--- src/common/dmem_defines.svh ---
// ######################################
// data memory sizing
// ######################################

`ifndef DMEM_DEFINES_SVH
`define DMEM_DEFINES_SVH

// word index width, 256 words
`define DMEM_WORD_ADDR_BITS 8

`define DMEM_LANES 4

`endif

--- src/dmem/dmem_lane.sv ---
// ######################################
// data memory lane
// one byte wide synchronous RAM with a
// registered read port
// ######################################

`timescale 1ns/1ns

`include "dmem_defines.svh"

module dmem_lane (
  input  logic                            CLK,
  input  logic                            nRST,
  input  logic                            we,
  input  logic                            re,
  input  logic [`DMEM_WORD_ADDR_BITS-1:0] word_addr,
  input  logic [7:0]                      wdata,
  output logic [7:0]                      rdata
);

  logic [7:0] mem [2**`DMEM_WORD_ADDR_BITS];

  // write port
  always_ff @(posedge CLK) begin
    if (we) begin
      mem[word_addr] <= wdata;
    end
  end

  // read data captured on the strobe edge
  always_ff @(posedge CLK, negedge nRST) begin
    if (~nRST) begin
      rdata <= '0;
    end else if (re) begin
      rdata <= mem[word_addr];
    end
  end

endmodule

--- config.mk ---
export PLATFORM = sky130hd
export DESIGN_NAME = dmem_lane
export DESIGN_NICKNAME = d
export VERILOG_FILES = /design/src/dmem/dmem_lane.sv
export VERILOG_INCLUDE_DIRS = /design/src /design/src/common
export SDC_FILE = /design/constraint.sdc
export NUM_CORES = 2
export LEC_CHECK = 0
export ABC_CLOCK_PERIOD_IN_PS = 3200
export BUFFER_PORTS_ARGS = -buffer_cell sky130_fd_sc_hd__buf_2
export CORE_MARGIN = 8
export CORE_UTILIZATION = 55
export CTS_CLUSTER_SIZE = 25
export DETAILED_ROUTE_END_ITERATION = 10
export PLACE_DENSITY = 0.71
export SYNTH_ARGS = -nofsm -noshare
export SYNTH_HDL_FRONTEND = slang
export SYNTH_SLANG_ARGS = --single-unit
--- constraint.sdc ---
create_clock -name CLK -period 3.2 [get_ports CLK]
set_input_delay 0.48 -clock CLK [delete_from_list [all_inputs] [get_ports CLK]]
set_output_delay 0.48 -clock CLK [all_outputs]
set_load 0.01 [all_outputs]
* Word-level counts from Yosys, hierarchy flattened
Memories as Yosys holds them, arrays and structs flattened. A register that Yosys moved wholly into a read port is not among the register bits.
Cells that the tools add are included.
** Cells by class
- Multiplexer cells :: 2
- Reduce and logical (&&, ||, !) cells :: 1
** Operators with widths (number)
- $mux 1 :: 2
- $logic_not 1->1 :: 1
** Word-level totals
- Memories :: 1
- RAM bits :: 2048
- Bits of input ports :: 20
- Flip-flop bits (word level) :: 0
- Word-level logic and storage cells :: 4
** Memories
- mem :: depth 256, bits a word 8, read ports 1, clocked after memory_dff 1, wr ports 1, line dmem_lane.sv:21 : logic [7:0] mem [2**`DMEM_WORD_ADDR_BITS];

* Depth between registers and ports, before layout
- Depth in word-level cells :: 2
- Gate-level depth with buffers :: 12
- Depth with buffers taken out :: 7

* Least setup slack after synthesis
No wires, ideal clock.
- Path kind :: input-to-reg
- From :: input port word_addr[1]
- To :: memory mem[150][0], enable pin
- Library setup time :: 0.383 ns
- Arrival time :: 2.580 ns
- Cell stages on the path :: 9
- Buffers on the path :: 7
- Path slack :: 0.237 ns
- Cell sequence :: buf_2 buf_2 buf_4 buf_2 buf_2 buf_2 nand2b_1 clkbuf_1 nor3_1
** RTL lines
- start, declared :: line dmem_lane.sv:16 : input logic [`DMEM_WORD_ADDR_BITS-1:0] word_addr,
- end, declared :: line dmem_lane.sv:21
Straight into the memory's write port.

==> metrics.cfg <==
[floorplan]
die_area_um2 = 157000
num_io_pins = 28
start_util_pct = 55.4
rows = 139
die_y_um = 396
core-area_um2 = 144000
fp.dieW_um = 396

[critical_path]
reg2reg_from = mem[141][0]
r2r-end = rdata[0]
worstSetupStartpointType = input port
reg2reg_slack_ns = 0.51
cp-end-kind = flip-flop
critical_path_required_ns = 3.96
cp_slowest_stage_delay_ns = 0.80
cp_num_buf_inv = 5
cp_top_family = simple AND/OR/NAND/NOR gates
reg2reg_depth = 8
crit_arrival_ns = 3.77
crit_path_top_delay_cell = nor4_1
cp_cell_sequence = buf_8 > buf_12 > buf_12 > buf_4 > mux4_2 > o22a_1 > o221ai_1 > nor3_1 > o22ai_1 > nor4_1 > buf_4 > o22a_1
crit_fanout = 24
worstSetupPathType = input port to flip-flop

[detailed_routing]
ant_nets = 0
drtPass1Iterations = 5
drc_errors = 0
post_drt_wl_per_cell_um = 31.7
drt-vias-per-instance = 6.48
drt-total-wl_mm = 200
vias = 40823
drt-initial-drc-count = 5827

[synthesis]
synth_nets = 3611
synthArstFlopShare_pct = 0.389
synth.avg_cell_area_um2 = 22.1
netlist_instances = 3591
synth_warnings = 0
seq_area_frac_synth_pct = 77.6
yosys-top-cells-area = edfxtp_1, mux4_2, nor2_1
netlist.area_leader.share_pct = 77.3
synth_edf_count = 2048
synth_area_um2 = 79500
ys_ff_latch = 2056
yosys.area.top_type = edfxtp_1
synth_flop_cell = edfxtp_1
synthDistinctLibCells = 50

[pwr]
vdd_ir_drop_max_mv = 0.555
p_per_area_nw_per_um2 = 598
finalPower_w = 0.0555
p_leak_nw = 30.0

[job]
drv_cap = 0

[global_route]
grt_max_degree = 104
overflow = 0
first_global_vias = 40731
grt_pass1_wl_mm = 289
antenna_found_initial = 9
gr-usage-all-layers_pct = 25.4

[timing]
worstMarginPinSlew_ns = 0.922
maxSlewHeadroom_pct = 38.0
fin_ws_ns = 0.191
slew_violations = 0
clock_skew_ns = 0.0317
finalCritPeriodShare_pct = 94.0
rsz0062_at_grt = false
min_period_ns = 3.01
final-setup-viol-count = 0
fin_hold_ws_ns = 0.133
tns_ns = 0
hold_viol = 0
fmax_ghz = 0.332

[placement]
dp_hpwl_mm = 128
place_ws_ns = -0.517
gp_congestion = 0.895
portBuffers = 27
place_area_um2 = 86400

[cells_and_area]
multi_input_area_um2 = 16600
syn_to_final_growth_pct = 16.6
finalNetCount = 4246
stdcell_area_um2 = 92700
drive_gt1_share_pct = 33.7
fillers = 9256
seqCellArea_um2 = 61700

[clock_tree]
cts_buffers = 194
cts.reportedPaths.clkPinSlew_ns = 0.06
h-tree-depth = 4
clkLatencyLatePin_ns = 0.82
root_buffer = clkbuf_16
tritoncts = built
cts_buffer_depth = 3
cts.sinks = 2056
postCtsSetupBuffers = 0

[hold_path]
hp-class = input port to async pin

[outcome]
outcome = finished, final reports clean

-- worst max path at each step --
stage / cells past startpoint / end / slack [ns] / from
after floorplan: 9 / mem[150][0] / 0.24 / word_addr[1]
after global placement: 12 / rdata[0] / -0.39 / word_addr[0]
after detailed placement: 12 / rdata[0] / -0.52 / word_addr[0]
after CTS: 12 / rdata[0] / 0.36 / word_addr[0]
after global routing: 12 / rdata[0] / 0.16 / word_addr[0]
final: 12 / rdata[0] / 0.19 / word_addr[0]
-- flip-flops by register name (all words and copies together) (netlist names) --
signal and count:
mem 2048, rdata 8
-- cell usage after synthesis (all sizes together) (8+ instances only) --
master / n
edfxtp: 2048
a21oi: 14
o21ai: 19
nand4: 8
a22oi: 53
nor2b: 30
nand2b: 11
nand2: 54
nor3: 62
nor2: 245
mux4: 534
a211oi: 13
nor4: 8
o22ai: 62
mux2i: 84
o221ai: 16
clkbuf: 77
o22a: 16
dfrtp: 8
and2: 8
nand3: 15
buf: 138
-- report_power, final --
group          total, W  internal (W)  switching [W]
Sequential       0.0297        0.0297      0.0000459
Clock            0.0227        0.0128        0.00994
Combinational   0.00302       0.00121        0.00181
Total            0.0555        0.0437         0.0118
-- repair_timing --
action                    in CTS  in global routing
resized for setup              0                  0
hold buffers                   1                  0
hold endpoints to repair       8                  0
-- placed cells by master (no fill, tap or decap), drive strengths merged, types with 12 or more instances in the layout --
master and instances:
nor2 245, nor3 62, mux2i 84, nand2 54, nand3 15, nor2b 30
buf 645, inv 12, edfxtp 2048, o22a 16, o221ai 16, a22oi 53
clkbuf 245, a211oi 13, bufinv 18, o21ai 19, mux4 534, o22ai 62
a21oi 14, clkinv 96
-- logic make-up after synthesis --
family	count (synthesis)	share of synthesized area [%]
and+or+nand+nor	461	2.58
AOI/OAI and AO/OA	233	2.10
muxes	622	16.2
DFF	2056	77.6
buffers and inverters	219	1.51
-- metrics by stage --
step | utilization, % | instances
after CTS | 64.6 | 6299
after floorplan | - | 3591
after detailed placement | 60.2 | 5932
after global placement | 60.2 | 5932
final | 64.6 | 6301
after global routing | 64.6 | 6299
-- per-layer routing --
layer  part of all wire, %  GRT usage, %  vias up
met4                   3.9          8.92        2
met3                    11          5.30      391
met1                    38          35.9    21445
li1                      -             -    16467
met5                0.0025             0        -
met2                    47          40.0     2518
-- worst register-to-register path: cells and delay by family, from the launching register on --
kind | cells | cell delay, ns
flops | 1 | 0.32
compound gates | 4 | 0.55
buf+inv | 1 | 0.23
simple gates | 2 | 1.29
mux | 1 | 0.24
-- layout make-up --
| class | instances | share of cell area, % |
|---|---|---|
| Antenna cell | 2 | 0.00540 |
| Timing Repair Buffer | 654 | 6.16 |
| Multi-Input combinational cell | 1316 | 17.9 |
| Sequential cell | 2056 | 66.5 |
| Clock inverter | 129 | 1.33 |
| Clock buffer | 237 | 5.45 |
| Tap cell | 1903 | 2.57 |
| Inverter | 4 | 0.0162 |
(Power assumes the default switching activity.)
