### src/common/dmem_defines.svh
// ######################################
// data memory sizing
// ######################################

`ifndef DMEM_DEFINES_SVH
`define DMEM_DEFINES_SVH

// word index width, 256 words
`define DMEM_WORD_ADDR_BITS 8

`define DMEM_LANES 4

`endif

### src/common/rv32i_types_pkg.sv
// ######################################
// rv32i types
// word and register index types shared
// by the pipeline, plus the load/store
// access type encoding (funct3)
// ######################################

package rv32i_types_pkg;

  // data and address word
  typedef logic [31:0] word_t;

  // destination register index
  typedef logic [4:0] regbits_t;

  // access type, funct3 encoding
  // stores only use LB, LH and LW to give their width
  typedef enum logic [2:0] {
    LB  = 3'b000,
    LH  = 3'b001,
    LW  = 3'b010,
    LBU = 3'b100,
    LHU = 3'b101
  } load_t;

endpackage

### src/common/dmem_pkg.sv
// ######################################
// data memory types
// byte enables and the two views of a
// data word used on the load path
// ######################################

`include "dmem_defines.svh"

package dmem_pkg;

  // one enable per byte lane, bit 0 is the lowest address
  typedef logic [`DMEM_LANES-1:0] byte_en_t;

  // read word seen as lane bytes or as halfwords
  typedef union packed {
    logic [`DMEM_LANES-1:0][7:0] byte_lane;
    logic [1:0][15:0]            half;
  } dmem_word_u;

endpackage

### src/memory_stage/pipe5_memory_stage.sv
// ######################################
// pipe5 memory stage
// decodes byte enables, flags misaligned
// loads and stores, replicates store data
// across the lanes and carries the load
// context one cycle toward the extender
// ######################################

`timescale 1ns/1ns

`include "dmem_defines.svh"

module pipe5_memory_stage
  import rv32i_types_pkg::*;
  import dmem_pkg::*;
(
  input  logic                            CLK,
  input  logic                            nRST,
  input  logic                            halt,
  input  logic                            dren,
  input  logic                            dwen,
  input  word_t                           memory_addr,
  input  word_t                           store_wdata,
  input  load_t                           load_type,
  input  regbits_t                        reg_rd,
  output byte_en_t                        lane_we,
  output logic                            lane_re,
  output logic [`DMEM_WORD_ADDR_BITS-1:0] word_addr,
  output word_t                           lane_wdata,
  output logic                            ld_valid,
  output load_t                           ld_type,
  output byte_en_t                        ld_byte_en,
  output regbits_t                        ld_rd,
  output logic                            mal_l,
  output logic                            mal_s,
  output word_t                           badaddr_d
);

  byte_en_t byte_en;
  logic     mal_addr;

  // enables and alignment from access width and low address bits
  always_comb begin
    byte_en  = '0;
    mal_addr = 1'b0;
    case (load_type)
      LW: begin
        byte_en  = 4'hf;
        mal_addr = (memory_addr[1:0] != 2'b00);
      end
      LH, LHU: begin
        byte_en  = memory_addr[1] ? 4'hc : 4'h3;
        mal_addr = memory_addr[0];  // odd halfword address
      end
      LB, LBU: begin
        byte_en = byte_en_t'(1) << memory_addr[1:0];
      end
      default: begin
        byte_en  = '0;
        mal_addr = 1'b0;
      end
    endcase
  end

  // store data copied onto every lane it could land in
  always_comb begin
    case (load_type)
      LB, LBU: lane_wdata = {4{store_wdata[7:0]}};
      LH, LHU: lane_wdata = {2{store_wdata[15:0]}};
      default: lane_wdata = store_wdata;
    endcase
  end

  // a misaligned access never reaches the lanes
  assign lane_re   = dren & ~mal_addr;
  assign lane_we   = (dwen & ~mal_addr) ? byte_en : '0;
  assign word_addr = memory_addr[`DMEM_WORD_ADDR_BITS+1:2];

  // load valid, lines up with the lanes' registered rdata
  always_ff @(posedge CLK, negedge nRST) begin
    if (~nRST) begin
      ld_valid <= 1'b0;
    end else if (halt) begin
      ld_valid <= 1'b0;
    end else begin
      ld_valid <= lane_re;
    end
  end

  // context payload, only meaningful while ld_valid is set
  always_ff @(posedge CLK) begin
    if (lane_re) begin
      ld_type    <= load_type;
      ld_byte_en <= byte_en;
      ld_rd      <= reg_rd;
    end
  end

  // fault strobes last one cycle, address held alongside
  always_ff @(posedge CLK, negedge nRST) begin
    if (~nRST) begin
      mal_l     <= 1'b0;
      mal_s     <= 1'b0;
      badaddr_d <= '0;
    end else if (halt) begin
      mal_l <= 1'b0;
      mal_s <= 1'b0;
    end else begin
      mal_l <= dren & mal_addr;
      mal_s <= dwen & mal_addr;
      if (mal_addr & (dren | dwen)) begin
        badaddr_d <= memory_addr;
      end
    end
  end

endmodule

### config.mk
export PLATFORM = sky130hd
export DESIGN_NAME = pipe5_memory_stage
export DESIGN_NICKNAME = d
export VERILOG_FILES = /design/src/common/rv32i_types_pkg.sv /design/src/common/dmem_pkg.sv /design/src/memory_stage/pipe5_memory_stage.sv
export VERILOG_INCLUDE_DIRS = /design/src /design/src/common
export SDC_FILE = /design/constraint.sdc
export NUM_CORES = 1
export LEC_CHECK = 0
export BUFFER_PORTS_ARGS = -buffer_cell sky130_fd_sc_hd__buf_2
export CELL_PAD_IN_SITES_DETAIL_PLACEMENT = 0
export CELL_PAD_IN_SITES_GLOBAL_PLACEMENT = 1
export CORE_ASPECT_RATIO = 0.75
export CORE_MARGIN = 2
export CORE_UTILIZATION = 32
export CTS_CLUSTER_DIAMETER = 200
export DETAILED_ROUTE_END_ITERATION = 7
export PLACE_DENSITY_LB_ADDON = 0.1
export SETUP_SLACK_MARGIN = 0.3
export SYNTH_ARGS = -nofsm -noshare
export SYNTH_HDL_FRONTEND = slang
export SYNTH_SLANG_ARGS = --single-unit
### constraint.sdc
create_clock -name CLK -period 2.4 [get_ports CLK]
set_clock_uncertainty 0.2 [all_clocks]
set_input_delay 0.36 -clock CLK [delete_from_list [all_inputs] [get_ports CLK]]
set_output_delay 0.36 -clock CLK [all_outputs]
set_load 0.03 [all_outputs]
# Yosys cells after proc, flatten, opt, wreduce, memory -nomap -nowiden
# Cells that the tools add are included.
[totals]
wordCells = 33
inputBits = 77
output_inout_bits = 92
ff_bits = 47
[classes]
bitwise = 8
muxes = 8
n_reduce_logical = 5
shifts = 1
n_eq_ne = 4
[ops]
columns = ["cell", "n"]
rows = [
  ["one-hot mux 32 bit (2 select lines)", 1],
  ["one-hot mux 4 bit (3 select lines)", 1],
  ["two-way mux 4 bit", 2],
  ["equality test 3 bit, second input constant", 2],
  ["AND 1 bit", 5],
  ["OR reduction 2 bit", 2],
  ["left shift 1 x 2 -> 4 bit, first input constant", 1],
  ["equality test 3 x 1 -> 1 bit, second input constant", 1],
  ["equality test 3 x 2 -> 1 bit, second input constant", 1],
  ["zero test 3 bit", 1],
  ["two-way mux 1 bit", 3],
  ["NOT 1 bit", 2],
  ["one-hot mux 1 bit (2 select lines)", 1],
  ["AND reduction 2 bit", 1],
  ["nonzero test 2 bit", 1],
  ["bitwise OR 1 bit", 1],
]

# Depth between registers and ports, before layout
[depth]
word_depth = 6
depth_mapped = 5
depth_no_buf = 4

# Worst setup path after synthesis
# No wires, ideal clock.
[synth_path]
kind = "input to register"
from = "input memory_addr[0]"
to = "register ld_byte_en[0], enable pin"
setup_time_ns = 0.379
required_ns = 1.821
n_path_buf = 0
arrival_ns = 1.475
stages = 3
path_slack_ns = 0.346
path_cell_list = "or2_1 > a31oi_1 > and2_1"
[synth_between]
elab_chain_len = 4
[synth_lines]
columns = ["element", "line", "source"]
rows = [
  ["start: declaration", "pipe5_memory_stage.sv:22", "input word_t memory_addr,"],
  ["nonzero test 2 bit", "pipe5_memory_stage.sv:49", "mal_addr = (memory_addr[1:0] != 2'b00);"],
  ["one-hot mux 1 bit (2 select lines) (*)", "pipe5_memory_stage.sv:46", "case (load_type)"],
  ["NOT 1 bit (*)", "pipe5_memory_stage.sv:75", "assign lane_re = dren & ~mal_addr;"],
  ["AND 1 bit (*)", "pipe5_memory_stage.sv:75", ""],
  ["named net lane_re", "pipe5_memory_stage.sv:27", "output logic lane_re,"],
  ["end signal: assignment", "pipe5_memory_stage.sv:94", "ld_byte_en <= byte_en;"],
  ["end: declaration", "pipe5_memory_stage.sv:32", "output byte_en_t ld_byte_en,"],
]
# Mark *: on every way through the listed nets, which the timed path passes. The rest lies on a longest branch.
# A chain may end at the register's enable or synchronous reset.

# Worst setup path after layout
[layout_path]
from = "input load_type[0]"
to = "output lane_wdata[13]"
[layout_between]
elab_chain_len = 3
[layout_lines]
columns = ["element", "line", "source"]
rows = [
  ["start: declaration", "pipe5_memory_stage.sv:24", "input load_t load_type,"],
  ["equality test 3 x 1 -> 1 bit, or another cell as far along", "pipe5_memory_stage.sv:67", "case (load_type)"],
  ["OR reduction 2 bit", "pipe5_memory_stage.sv:67", ""],
  ["one-hot mux 32 bit (2 select lines) (*)", "pipe5_memory_stage.sv:67", ""],
  ["end: declaration", "pipe5_memory_stage.sv:29", "output word_t lane_wdata,"],
]
# Mark *: on every way between the ends. The rest lies on a longest branch, timed or not.

==> flow_summary.toml <==
[outcome]
outcome = "completed"

[floorplanning]
die_y_um = 78.47
core_um2 = 7263
fp-row-count = 27
start_util = 0.3258
pin_count = 169
die_x_um = 103.3
die_area_um2 = 8105

[placed_design]
place_congestion = 0.6904
io_buffers = 168
detailed_place_hpwl_um = 4425

[setup_path]
worstPathRequired_ns = 1.84
cp_max_fo = 12
cp.arrival_ns = 1.47
worstSetupPathType = "primary input to output port"
start_kind = "primary input"
endpoint_kind = "output port"

[sta]
slew_viol_final = 0
timing.final.crit_period_ns = 2.032
tightest_slew_ns = 0.7768
rsz0062_at_grt = "yes"
fin_setup_tns_ns = 0
whs_ns = 0.04228
finalHoldViolations = 0
setup_viol = 0
clock.fmax_ghz = 0.4921
slew-limit-headroom = 0.4821
period_share = 0.8467

[synth]
syn_nets = 245
synth-simple-area-share = 0.05870
yosys.area.top_type = "dfrtp_1"
synth-xor-area-share = 0
ys_warn_count = 0
synth_compound_area_frac = 0.03702
ys_types = 22
synth_fa_ha_area_frac = 0
ys_seq_elements = 47
syn_area_um2 = 2366
synth_top_family_by_area = "multiplexers"
synthTopCellsByArea = "dfrtp_1 (37%), mux2_4 (19%), edfxtp_1 (15%)"
avgSynthCellArea_um2 = 14.08
ys_seq_area_frac = 0.5225
syn_inst = 168
synthMuxAreaShare = 0.3099
yosysTopAreaCellShare = 0.3702

[cells_and_area]
drive_gt1_frac = 0.7112
final_util = 0.4599
final_net_count = 405
syn_to_final_growth_pct = 41.19
n_antenna_cell = 0
nFillCells = 697

[job]
maxCapViolCount = 0

[pwr]
worst_ir_drop_vdd_mv = 0.3660
p_clk_frac = 0.183
p_sw_w = 0.0009210
p_per_area_nw_per_um2 = 747.2
pwr-share-seq = 0.416
switching_share = 0.3690
p_int_w = 0.001575
p_comb_frac = 0.401
leakagePower_nw = 1.777

[clock_tree]
numCtsBuffers = 5
cts_max_level = 2
clkLatencyLatePin_ns = 0.29
post_cts_buffers = 0
root_buffer = "clkbuf_8"
path_clk_slew_ns = 0.08
cts.sinks = 47
cts_tree = "done"
clockBufferDepth = 2

[route]
wire_per_inst_um = 13.14
drc = 0
antenna_left = 0
vias_per_cell = 4.288
dr.pass1.iters = 3
vias = 1844
wirelength_um = 5650
detail_route.iter0.violations = 23

[global_routing]
first_global_vias = 1679
grt_max_degree = 36
grt_use_total = 0.1326
grt_pass1_wl_um = 8183
overflow = 0
antenna_found_initial = 0

[min_path]
min_path_type = "primary input to register"
[state kept, by name (all words and copies together), names as in the netlist]
register    cells
badaddr_d      32
ld_rd           5
ld_byte_en      4
ld_type         3
ld_valid        1
mal_l           1
mal_s           1
[power by group through the flow]
| stage | Combinational (W) | Clock [W] | Sequential (W) |
|---|---|---|---|
| finish | 0.00100 | 0.000458 | 0.00104 |
| global route | 0.00106 | 0.000518 | 0.00106 |
| CTS | 0.00101 | 0.000477 | 0.00104 |
| detailed placement | 0.00101 | 0 | 0.00105 |
| global placement | 0.000997 | 0 | 0.00106 |
| floorplan | 0.000401 | 0 | 0.00135 |
[cells in the mapped netlist]
library cell and instances:
buf_4 16, buf_6 3, a31oi_1 1, dfrtp_1 35, mux2_4 30, buf_2 1
nor2_1 4, mux2i_1 8, and2_1 1, or2_1 1, o31ai_1 2, nand2_1 11
and3b_1 2, nand2b_1 1, a21oi_1 1, clkbuf_1 3, mux2_2 18, edfxtp_1 12
a2111o_1 1, nor3b_1 2, nor2b_1 5, o21ai_0 10
[layout by cell type (no fill, tap or decap), drive strengths merged]
master,count
buf,171
mux2,48
dfrtp,35
edfxtp,12
nand2,11
clkbuf,11
o21ai,10
mux2i,8
nor2b,5
nor2,4
o31ai,2
and3b,2
nor3b,2
nand2b,1
or2,1
a31oi,1
and2,1
a21oi,1
a2111o,1
clkinv,1
dlygate4sd3,1
[worst max-delay path, cell delays in order]
cell and delay (ns):
buf_2 0.12, buf_4 0.19, nor2_1 0.10, buf_4 0.18, mux2_2 0.34, buf_2 0.18
[routing by layer]
metal	vias to the layer above	track usage	wire, um
met3	6	0.05788	546
met1	847	0.1575	2330
met2	88	0.2182	2714
met5	-	0	0
met4	0	0.03553	57
li1	903	-	-
[layout make-up]
type                       instances  area [um^2]  area share
tap                              101        126.4     0.03783
timing repair buffer             176        915.9      0.2742
clock buffer                       7        80.08     0.02397
sequential                        47         1236      0.3700
clock inverter                     1        5.005    0.001498
multi-input combinational         98        977.2      0.2925
[metrics by stage]
| stage | worst slack [ns] | std cells | total power, W | instance area (um^2) |
|---|---|---|---|---|
| floorplan | 0.3455 | 168 | 0.001753 | 2366 |
| global placement | 0.2852 | 421 | 0.002054 | 3217 |
| detailed placement | 0.2211 | 421 | 0.002058 | 3217 |
| CTS | 0.3361 | 430 | 0.002526 | 3312 |
| global route | 0.3079 | 430 | 0.002633 | 3341 |
| finish | 0.3680 | 430 | 0.002496 | 3341 |
[cells by family after synthesis]
family / Yosys count
simple gates: 27
compound gates: 15
buf+inv: 23
mux: 56
flops: 47
[path summary, 6_finish.rpt]
kind	from	endpoint	slack [ns]	cells after the start
worst max-delay path	load_type[0]	lane_wdata[13]	0.37	6
worst min register to register	badaddr_d[15]	badaddr_d[15]	0.30	1
worst min-delay path	reg_rd[0]	ld_rd[0]	0.04	1
min in group asynchronous	nRST	badaddr_d[22]	0.49	2
max in group asynchronous	nRST	badaddr_d[10]	1.00	2
worst max register to register	badaddr_d[13]	badaddr_d[13]	1.44	1
[what timing repair did]
action                                  4_1_cts  5_1_grt
endpoints found under the setup margin        0        5
hold buffers                                  1        0
endpoints found under the hold margin        35        0
gates resized for setup                       0        9
No activity file was read; power rests on OpenSTA's default activity.
