<file path="src/common/dmem_defines.svh">
// ######################################
// data memory sizing
// ######################################

`ifndef DMEM_DEFINES_SVH
`define DMEM_DEFINES_SVH

// word index width, 256 words
`define DMEM_WORD_ADDR_BITS 8

`define DMEM_LANES 4

`endif

</file>
<file path="src/common/rv32i_types_pkg.sv">
// ######################################
// rv32i types
// word and register index types shared
// by the pipeline, plus the load/store
// access type encoding (funct3)
// ######################################

package rv32i_types_pkg;

  // data and address word
  typedef logic [31:0] word_t;

  // destination register index
  typedef logic [4:0] regbits_t;

  // access type, funct3 encoding
  // stores only use LB, LH and LW to give their width
  typedef enum logic [2:0] {
    LB  = 3'b000,
    LH  = 3'b001,
    LW  = 3'b010,
    LBU = 3'b100,
    LHU = 3'b101
  } load_t;

endpackage

</file>
<file path="src/common/dmem_pkg.sv">
// ######################################
// data memory types
// byte enables and the two views of a
// data word used on the load path
// ######################################

`include "dmem_defines.svh"

package dmem_pkg;

  // one enable per byte lane, bit 0 is the lowest address
  typedef logic [`DMEM_LANES-1:0] byte_en_t;

  // read word seen as lane bytes or as halfwords
  typedef union packed {
    logic [`DMEM_LANES-1:0][7:0] byte_lane;
    logic [1:0][15:0]            half;
  } dmem_word_u;

endpackage

</file>
<file path="src/dmem_extender.sv">
// ######################################
// load extender
// picks the loaded byte or halfword out
// of the read word, extends it by type
// and registers the writeback result
// ######################################

`timescale 1ns/1ns

module dmem_extender
  import rv32i_types_pkg::*;
  import dmem_pkg::*;
(
  input  logic     CLK,
  input  logic     nRST,
  input  logic     halt,
  input  logic     ld_valid,
  input  load_t    ld_type,
  input  byte_en_t ld_byte_en,
  input  regbits_t ld_rd,
  input  word_t    lane_rdata,
  output logic     wb_valid,
  output regbits_t wb_rd,
  output word_t    wb_data
);

  dmem_word_u rd_word;
  logic [7:0]  sel_byte;
  logic [15:0] sel_half;
  word_t       ext_data;

  assign rd_word = lane_rdata;

  // one-hot enable picks the byte lane
  always_comb begin
    case (ld_byte_en)
      4'b0010: sel_byte = rd_word.byte_lane[1];
      4'b0100: sel_byte = rd_word.byte_lane[2];
      4'b1000: sel_byte = rd_word.byte_lane[3];
      default: sel_byte = rd_word.byte_lane[0];
    endcase
  end

  assign sel_half = rd_word.half[ld_byte_en[2]];  // 4'hc selects the upper half

  always_comb begin
    case (ld_type)
      LB:      ext_data = {{24{sel_byte[7]}}, sel_byte};
      LBU:     ext_data = {24'h0, sel_byte};
      LH:      ext_data = {{16{sel_half[15]}}, sel_half};
      LHU:     ext_data = {16'h0, sel_half};
      default: ext_data = word_t'(rd_word);  // LW passes through
    endcase
  end

  always_ff @(posedge CLK, negedge nRST) begin
    if (~nRST) begin
      wb_valid <= 1'b0;
      wb_rd    <= '0;
      wb_data  <= '0;
    end else if (halt) begin
      wb_valid <= 1'b0;
      wb_rd    <= '0;
      wb_data  <= '0;
    end else begin
      wb_valid <= ld_valid;
      wb_rd    <= ld_rd;
      wb_data  <= ext_data;
    end
  end

endmodule

</file>
<file path="config.mk">
export PLATFORM = sky130hd
export DESIGN_NAME = dmem_extender
export DESIGN_NICKNAME = d
export VERILOG_FILES = /design/src/common/rv32i_types_pkg.sv /design/src/common/dmem_pkg.sv /design/src/dmem_extender.sv
export VERILOG_INCLUDE_DIRS = /design/src /design/src/common
export SDC_FILE = /design/constraint.sdc
export NUM_CORES = 1
export LEC_CHECK = 0
export ABC_AREA = 0
export BUFFER_PORTS_ARGS = -buffer_cell sky130_fd_sc_hd__buf_2
export CORE_UTILIZATION = 51
export DETAILED_ROUTE_END_ITERATION = 10
export PLACE_DENSITY_LB_ADDON = 0.2
export SLEW_MARGIN = 0
export SYNTH_ARGS = -nofsm -noshare
export SYNTH_HDL_FRONTEND = slang
export SYNTH_SLANG_ARGS = --single-unit
</file>
<file path="constraint.sdc">
create_clock -name CLK -period 0.9 [get_ports CLK]
set_input_delay 0.045 -clock CLK [delete_from_list [all_inputs] [get_ports CLK]]
set_output_delay 0.045 -clock CLK [all_outputs]
set_load 0.005 [all_outputs]
</file>
# ---- After elaboration in Yosys (flattened, before gate mapping)
# Index checks and enable logic that the tools add are counted.
dict set report word_totals {
  reg_bits 38
  inputBits 48
  word_cells 18
}
dict set report op_classes {
  order_cmp 1
  n_eq_ne 6
  mux 7
  n_reduce_logical 1
}
# operator count
set ops {}
lappend ops {{$pmux W32 S4} 1}
lappend ops {{$mux W16} 2}
lappend ops {{$mux W32} 1}
lappend ops {{$pmux W8 S3} 1}
lappend ops {{$eq A3 B3 Y1 const B} 2}
lappend ops {{$mux W5} 1}
lappend ops {{$eq A4 B2 Y1 const B} 1}
lappend ops {{$eq A4 B3 Y1 const B} 1}
lappend ops {{$eq A4 B4 Y1 const B} 1}
lappend ops {{$eq A3 B1 Y1 const B} 1}
lappend ops {{$logic_not A3 Y1} 1}
lappend ops {{$lt A1 B2 Y1 const B} 1}
lappend ops {{$mux W1} 1}

# ---- Depth between registers and ports, before layout
# Gate-level depths: netlist of run 1.
dict set report depth {
  ltp_word 4
  mapped_depth 7
}

# ---- Least setup slack after synthesis of run 1
# No wires, ideal clock.
dict set report synth_timing {
  path_type {input to register}
  from {input port ld_byte_en[3]}
  to {register wb_data[21]}
  setup_ps 118
  arrival_time_ps 1410
  t_required_ps 782
  path_slack_ps -628
  stages 6
  cell_sequence {buf_2 nor4b_4 a211oi_2 o31a_1 buf_6 a21o_1}
}
dict set report synth_between {
  elab_chain_cells 4
  word_cells_on_any_way 6
  classes_between {3 x eq/ne; 3 x mux}
}
# element line_no
set synth_rtl {}
lappend synth_rtl {{start, declared} dmem_extender.sv:19} ;# input byte_en_t ld_byte_en,
lappend synth_rtl {{$eq A4 B4 Y1, or another cell as far along} dmem_extender.sv:36} ;# case (ld_byte_en)
lappend synth_rtl {{$pmux W8 S3 (*)} dmem_extender.sv:36}
lappend synth_rtl {{$pmux W32 S4 (*)} dmem_extender.sv:47} ;# case (ld_type)
lappend synth_rtl {{$mux W32 (*)} dmem_extender.sv:61} ;# end else if (halt) begin
lappend synth_rtl {{end signal, assigned} dmem_extender.sv:68} ;# wb_data <= ext_data;
lappend synth_rtl {{end, declared} dmem_extender.sv:24} ;# output word_t wb_data
# Every way passes the cells marked *; elsewhere a longest branch is shown, timed or not.

# ---- Final worst setup path of run 1
dict set report layout_timing {
  from {input port ld_byte_en[2]}
  to {register wb_data[13]}
}
dict set report layout_between {
  elab_chain_cells 4
  word_cells_on_any_way 8
  classes_between {3 x eq/ne; 5 x mux}
}
# element line_no
set layout_rtl {}
lappend layout_rtl {{$eq A4 B4 Y1, or another cell as far along} dmem_extender.sv:36}
lappend layout_rtl {{$pmux W8 S3 or $mux W16 (tied branches)} {dmem_extender.sv:36, dmem_extender.sv:44}}
lappend layout_rtl {{$pmux W32 S4 (*)} dmem_extender.sv:47}
lappend layout_rtl {{$mux W32 (*)} dmem_extender.sv:61}
# Every way passes the cells marked *; elsewhere a longest branch is shown, timed or not. The select of a mux whose other input is x is not followed.

==> results_dict.tcl, run 1 <==
set metrics [dict create \
    cts_sinks 38 \
    grt_max_degree 24 \
    yosys.area_share.simple 0.131 \
    fmax_mhz 881 \
    fin_crit_sh 1.26 \
    syn_nets 237 \
    cpMostUsedCell "buf_4" \
    critical_path.max_fanout 6 \
    async_flop_share 1.00 \
    nNetsFinal 370 \
    drive_above_1_share 0.570 \
    grt_usage 0.346 \
    gp_congestion 0.843 \
    use_met3 0.0599 \
    synth_ff_type "dfrtp_1" \
    violations "negative setup slack" \
    antenna_found_initial 0 \
    synth_top_family_by_area "compound AO/OA/AOI/OAI gates" \
    synthTopCellsByArea "dfrtp_1, a21o_1, a221oi_1" \
    clkTransAtPathRegs_ns 0.08 \
    cts_root_buffer "clkbuf_8" \
    synthXorXnorAreaFrac 0.00438 \
    chipWidth_microns 64.6 \
    hold_start "lane_rdata[9]" \
    stdcell_area_sq_um 3370 \
    io_pins 86 \
    power_frac_clock 0.362 \
    synth_compound_area_frac 0.311 \
    crit_path_max_incr_delay_ns 0.32 \
    worstSetupStartpointType "input port" \
    detail_route.wl_per_cell_microns 22.1 \
    dp_slack_ns -0.672 \
    worst_pin_slew_ns 0.398 \
    rsz0062_at_grt "true" \
    p_switching_uw 1300 \
    status "complete, but fails checks" \
    clockBufferDepth 2 \
    setup_viol 32 \
    fin_ws_ns -0.235 \
    synthAdderAreaFrac 0 \
    p_int_uw 3530 \
    area_growth_syn_to_layout_pct 68.5 \
    powerDensity_nw_per_um2 1430 \
    die_area_sq_um 4180 \
    cts_buffers 5 \
    detail-route-antenna-nets 0 \
    synth_cell_types 39 \
    h-tree-depth 2 \
    layout_common_cells "buf_2, buf_4, dfrtp_1" \
    placed_area_sq_um 2780 \
    drtIter0Drc 360 \
    ys_warn_count 0 \
    synth_mux_area_frac 0.0219 \
    avgSynthCellArea_sq_um 10.6 \
    endpoint_kind "flip-flop" \
    hold_class "in2reg" \
    finalCriticalPeriod_ns 1.14 \
    synth_area_sq_um 2000 \
    hold_violations 0 \
    place_hpwl_microns 4110 \
    crit_family "simple AND/OR/NAND/NOR gates" \
    p_comb_frac 0.255 \
    grt_pass1_vias 2106 \
    slew_viol_final 0 \
    power.leakage_uw 0.00178 \
    switching_share 0.269 \
    crit_type "in2reg" \
    path_cells "buf_12 > nor2_4 > buf_4 > and4_1 > buf_4 > nor3b_1 > a221oi_4" \
    use_met1 0.424 \
    yosysTopAreaCell "dfrtp_1" \
    start_util 0.538 \
    dr.pass1.iters 8 \
    synth_seq_cells 38 \
    route.detailed.drc 0 \
    ir_drop_mv 0.871 \
    use_met2 0.597 \
    port_buffers 85 \
    maxCapViolations 0 \
    grt_pass1_wl_microns 10600 \
    via_count 2433 \
    slew_headroom 0.733 \
    p_seq_frac 0.383 \
    busiest_layer "met2" \
    whs_ns 0.0146 \
    core_area_sq_um 3720 \
    avgViaCountPerCell 6.56 \
    worst-path-buf-inv 3 \
    fp.dieH_microns 64.6 \
    overflow 0 \
    yosys.area.top_type_share 0.475 \
    worstPathArrival_ns 1.34 \
    syn_inst 189 \
    cts_tree "done" \
    final_common_cell "buf_2" \
    diodes 0 \
    whs_path_depth 3 \
    drt_wl_total_microns 8190 \
    cpMaxStageDelayCell "and4_1" \
    num_rows 22 \
    crit_required_ns 1.10 \
    ys_seq_area_frac 0.475 \
    min_to "wb_data[9]$_DFF_PN0_" \
    synth_edf_count 0 \
]
==> repair_timing <==
action                                 CTS  global route
pin swaps                               23            15
endpoints found under the hold margin   45             0
resized for setup                       43            20
setup endpoints to repair               32            32
setup buffers                            3             1
hold buffers                             8             0
gates cloned                             0             1
==> registers in the layout (all words and copies together), names as in the netlist <==
name and flops:
wb_data 32, wb_rd 5, wb_valid 1
==> metrics by stage <==
stage          power [uW]  utilization  setup TNS, ns  instances
6_report             4830        0.907          -4.93        371
5_1_grt              4970        0.907          -5.73        371
4_1_cts              4640        0.868          -3.09        369
3_5_place_dp         2790        0.747         -17.82        350
3_3_place_gp         2760        0.747         -17.84        350
2_1_floorplan        2290            -         -16.23        189
==> power by group through the flow <==
stage	Sequential [uW]	Combinational [uW]	Clock, uW
2_1_floorplan	1900	386	0
5_1_grt	1860	1290	1830
4_1_cts	1840	1060	1730
3_3_place_gp	1870	887	0
6_report	1850	1230	1750
3_5_place_dp	1880	910	0
==> layer usage <==
layer  wire, microns  part of all wire  vias to the layer above
li1                -                 -                      979
met1            3040              0.37                     1170
met2            3910              0.48                      221
met3             704             0.086                       63
met4             529             0.065                        0
met5               0                 0                        -
==> tightest hold or removal path, stage by stage <==
cell,delay (ns)
buf_2,0.11
inv_1,0.06
a221oi_2,0.05
==> worst max-delay path by stage <==
stage | from | end | slack (ns) | cells past startpoint
after detailed placement | ld_byte_en[2] | wb_data[14]$_DFF_PN0_ | -0.67 | 6
after global placement | ld_byte_en[2] | wb_data[14]$_DFF_PN0_ | -0.61 | 6
final | ld_byte_en[2] | wb_data[13]$_DFF_PN0_ | -0.24 | 7
after floorplan | ld_byte_en[3] | wb_data[21]$_DFF_PN0_ | -0.61 | 6
after CTS | ld_byte_en[0] | wb_data[31]$_DFF_PN0_ | -0.14 | 6
after global routing | ld_byte_en[3] | wb_data[14]$_DFF_PN0_ | -0.24 | 6
==> kinds of logic (layout without fill, tap and decap cells) <==
kind of cell,count (synthesis),count (layout)
mux,4,4
compound gates,77,77
flops,38,38
xor+xnor,1,1
buf+inv,26,160
simple gates,43,43
==> synthesized netlist by cell type (all sizes together), types with 6 or more instances <==
cell type	n
o21ai	8
nor2b	12
a22o	10
a221oi	11
a211oi	8
nor2	6
a21o	16
nand2	7
dfrtp	38
clkbuf	9
buf	7
nor3b	6
inv	10
==> cell type report <==
type	count	area [sq um]
Fill cell	144	345
Sequential cell	38	951
Tap cell	48	60.1
Inverter	10	37.5
Clock buffer	5	68.8
Multi-Input combinational cell	125	1180
Clock inverter	3	68.8
Timing Repair Buffer	142	1000
Power figures use the tool's default switching activity.
==> run 2: changes to the inputs <==
--- a/config.mk
+++ b/config.mk
@@ -7,9 +7,9 @@
 export NUM_CORES = 1
 export LEC_CHECK = 0
 export ABC_AREA = 0
-export BUFFER_PORTS_ARGS = -buffer_cell sky130_fd_sc_hd__buf_2
-export CORE_UTILIZATION = 51
+export CORE_UTILIZATION = 55
 export DETAILED_ROUTE_END_ITERATION = 10
+export DONT_BUFFER_PORTS = 1
 export PLACE_DENSITY_LB_ADDON = 0.2
 export SLEW_MARGIN = 0
 export SYNTH_ARGS = -nofsm -noshare
==> results_dict.tcl, run 2 (synthesis results as in run 1) <==
set metrics [dict create \
    regMostFlops "wb_data" \
    fp.dieH_microns 62.3 \
    grt_pass1_wl_microns 8850 \
    hold_buffers 27 \
    whs_ns -0.257 \
    top_regs "wb_data: 32 flops, wb_rd: 5 flops, wb_valid: 1 flops" \
    critical_path.max_fanout 16 \
    grt_pass1_vias 1807 \
    overflow 0 \
    worstPathArrival_ns 1.15 \
    route.detailed.drc 0 \
    hold_class "in2reg" \
    powerDensity_nw_per_um2 1550 \
    crit_family "compound AO/OA/AOI/OAI gates" \
    cts_sinks 38 \
    fmax_mhz 1090 \
    grt_usage 0.297 \
    diodes 0 \
    placed_area_sq_um 2100 \
    worst-path-buf-inv 1 \
    clkTransAtPathRegs_ns 0.13 \
    drtIter0Drc 147 \
    min_to "wb_data[11]$_DFF_PN0_" \
    h-tree-depth 2 \
    area_growth_syn_to_layout_pct 30.6 \
    crit_path_max_incr_delay_ns 0.37 \
    grt_max_degree 39 \
    hold_violations 16 \
    avgViaCountPerCell 6.51 \
    setup_viol 3 \
    io_pins 86 \
    path_cells "nor4b_4 > a211oi_4 > o31a_1 > buf_12 > a21o_2" \
    layout_common_cells "dfrtp_1, dlygate4sd3_1, a21o_1" \
    fin_crit_sh 1.02 \
    rsz0062_at_grt "true" \
    cts_buffers 5 \
    power_uw 4040 \
    core_area_sq_um 3420 \
    cts_tree "done" \
    ir_drop_mv 0.964 \
    endpoint_kind "flip-flop" \
    cpMaxStageDelayCell "nor4b_4" \
    finalCriticalPeriod_ns 0.914 \
    maxCapViolations 0 \
    worstSetupStartpointType "input port" \
    detail-route-antenna-nets 0 \
    nNetsFinal 270 \
    chipWidth_microns 62.3 \
    crit_type "in2reg" \
    final_common_cell "dfrtp_1" \
    die_area_sq_um 3880 \
    violations "negative hold slack, negative setup slack" \
    port_buffers 0 \
    cts_root_buffer "clkbuf_4" \
    drt_wl_total_microns 5620 \
    hold_start "halt" \
    antenna_found_initial 0 \
    crit_required_ns 1.13 \
    start_util 0.586 \
    status "complete, but fails checks" \
    whs_path_depth 1 \
    gp_congestion 0.871 \
    slew_headroom 0.561 \
    fill_cells 237 \
    detail_route.wl_per_cell_microns 20.9 \
    place_hpwl_microns 3700 \
    num_rows 21 \
    dr.pass1.iters 4 \
    crit_path_start "ld_byte_en[3]" \
    largest_register_ff_count 32 \
    drive_above_1_share 0.224 \
    power.leakage_uw 0.00126 \
    worst_pin_slew_ns 0.656 \
    clockBufferDepth 2 \
    slew_viol_final 0 \
    fin_ws_ns -0.0139 \
    stdcell_area_sq_um 2610 \
    via_count 1750 \
]
## run 2: layout make-up
cell class,count,area [sq um],share of cell area
Timing Repair Buffer,42,417,0.159
Inverter,10,37.5,0.0144
Multi-Input combinational cell,125,1040,0.398
Tap cell,46,57.6,0.0220
Clock buffer,6,51.3,0.0196
Sequential cell,38,951,0.364
Clock inverter,2,60.1,0.0230
## run 2: worst max path at each step
| stage | endpoint | cells past startpoint | slack [ns] |
|---|---|---|---|
| after floorplan | wb_data[21]$_DFF_PN0_ | 6 | -0.61 |
| after global placement | wb_data[14]$_DFF_PN0_ | 5 | -0.42 |
| after detailed placement | wb_data[14]$_DFF_PN0_ | 5 | -0.54 |
| after CTS | wb_data[14]$_DFF_PN0_ | 5 | -0.02 |
| after global routing | wb_data[8]$_DFF_PN0_ | 6 | -0.05 |
| final | wb_data[19]$_DFF_PN0_ | 5 | -0.01 |
## run 2: repair_timing
action,4_1_cts,5_1_grt
endpoints found under the setup margin,10,30
pin swaps,1,14
setup buffers,0,3
gates resized for setup,1,20
hold endpoints to repair,76,16
## run 2: layer usage
metal	vias to the layer above	track usage	part of all wire
met2	114	0.490	0.50
met5	-	0	0
li1	775	-	-
met4	0	0.125	0.030
met3	20	0.0662	0.096
met1	841	0.376	0.37
## run 2: metrics by stage
| step | TNS [ns] | utilization | hold slack [ns] | worst slack [ns] | std cells |
|---|---|---|---|---|---|
| detailed placement | -12.02 | 0.616 | -0.250 | -0.541 | 232 |
| global placement | -10.75 | 0.616 | -0.250 | -0.419 | 232 |
| finish | -0.0235 | 0.765 | -0.257 | -0.0139 | 269 |
| global route | -0.450 | 0.765 | -0.275 | -0.0489 | 269 |
| floorplan | -16.23 | - | -0.251 | -0.606 | 189 |
| CTS | -0.0817 | 0.732 | -0.250 | -0.0219 | 267 |
## run 2: power by group
part           internal, uW  switching [uW]  total, uW
combinational           348             294        642
clock                   941             576       1520
sequential             1820            59.5       1880
total                  3110             929       4040
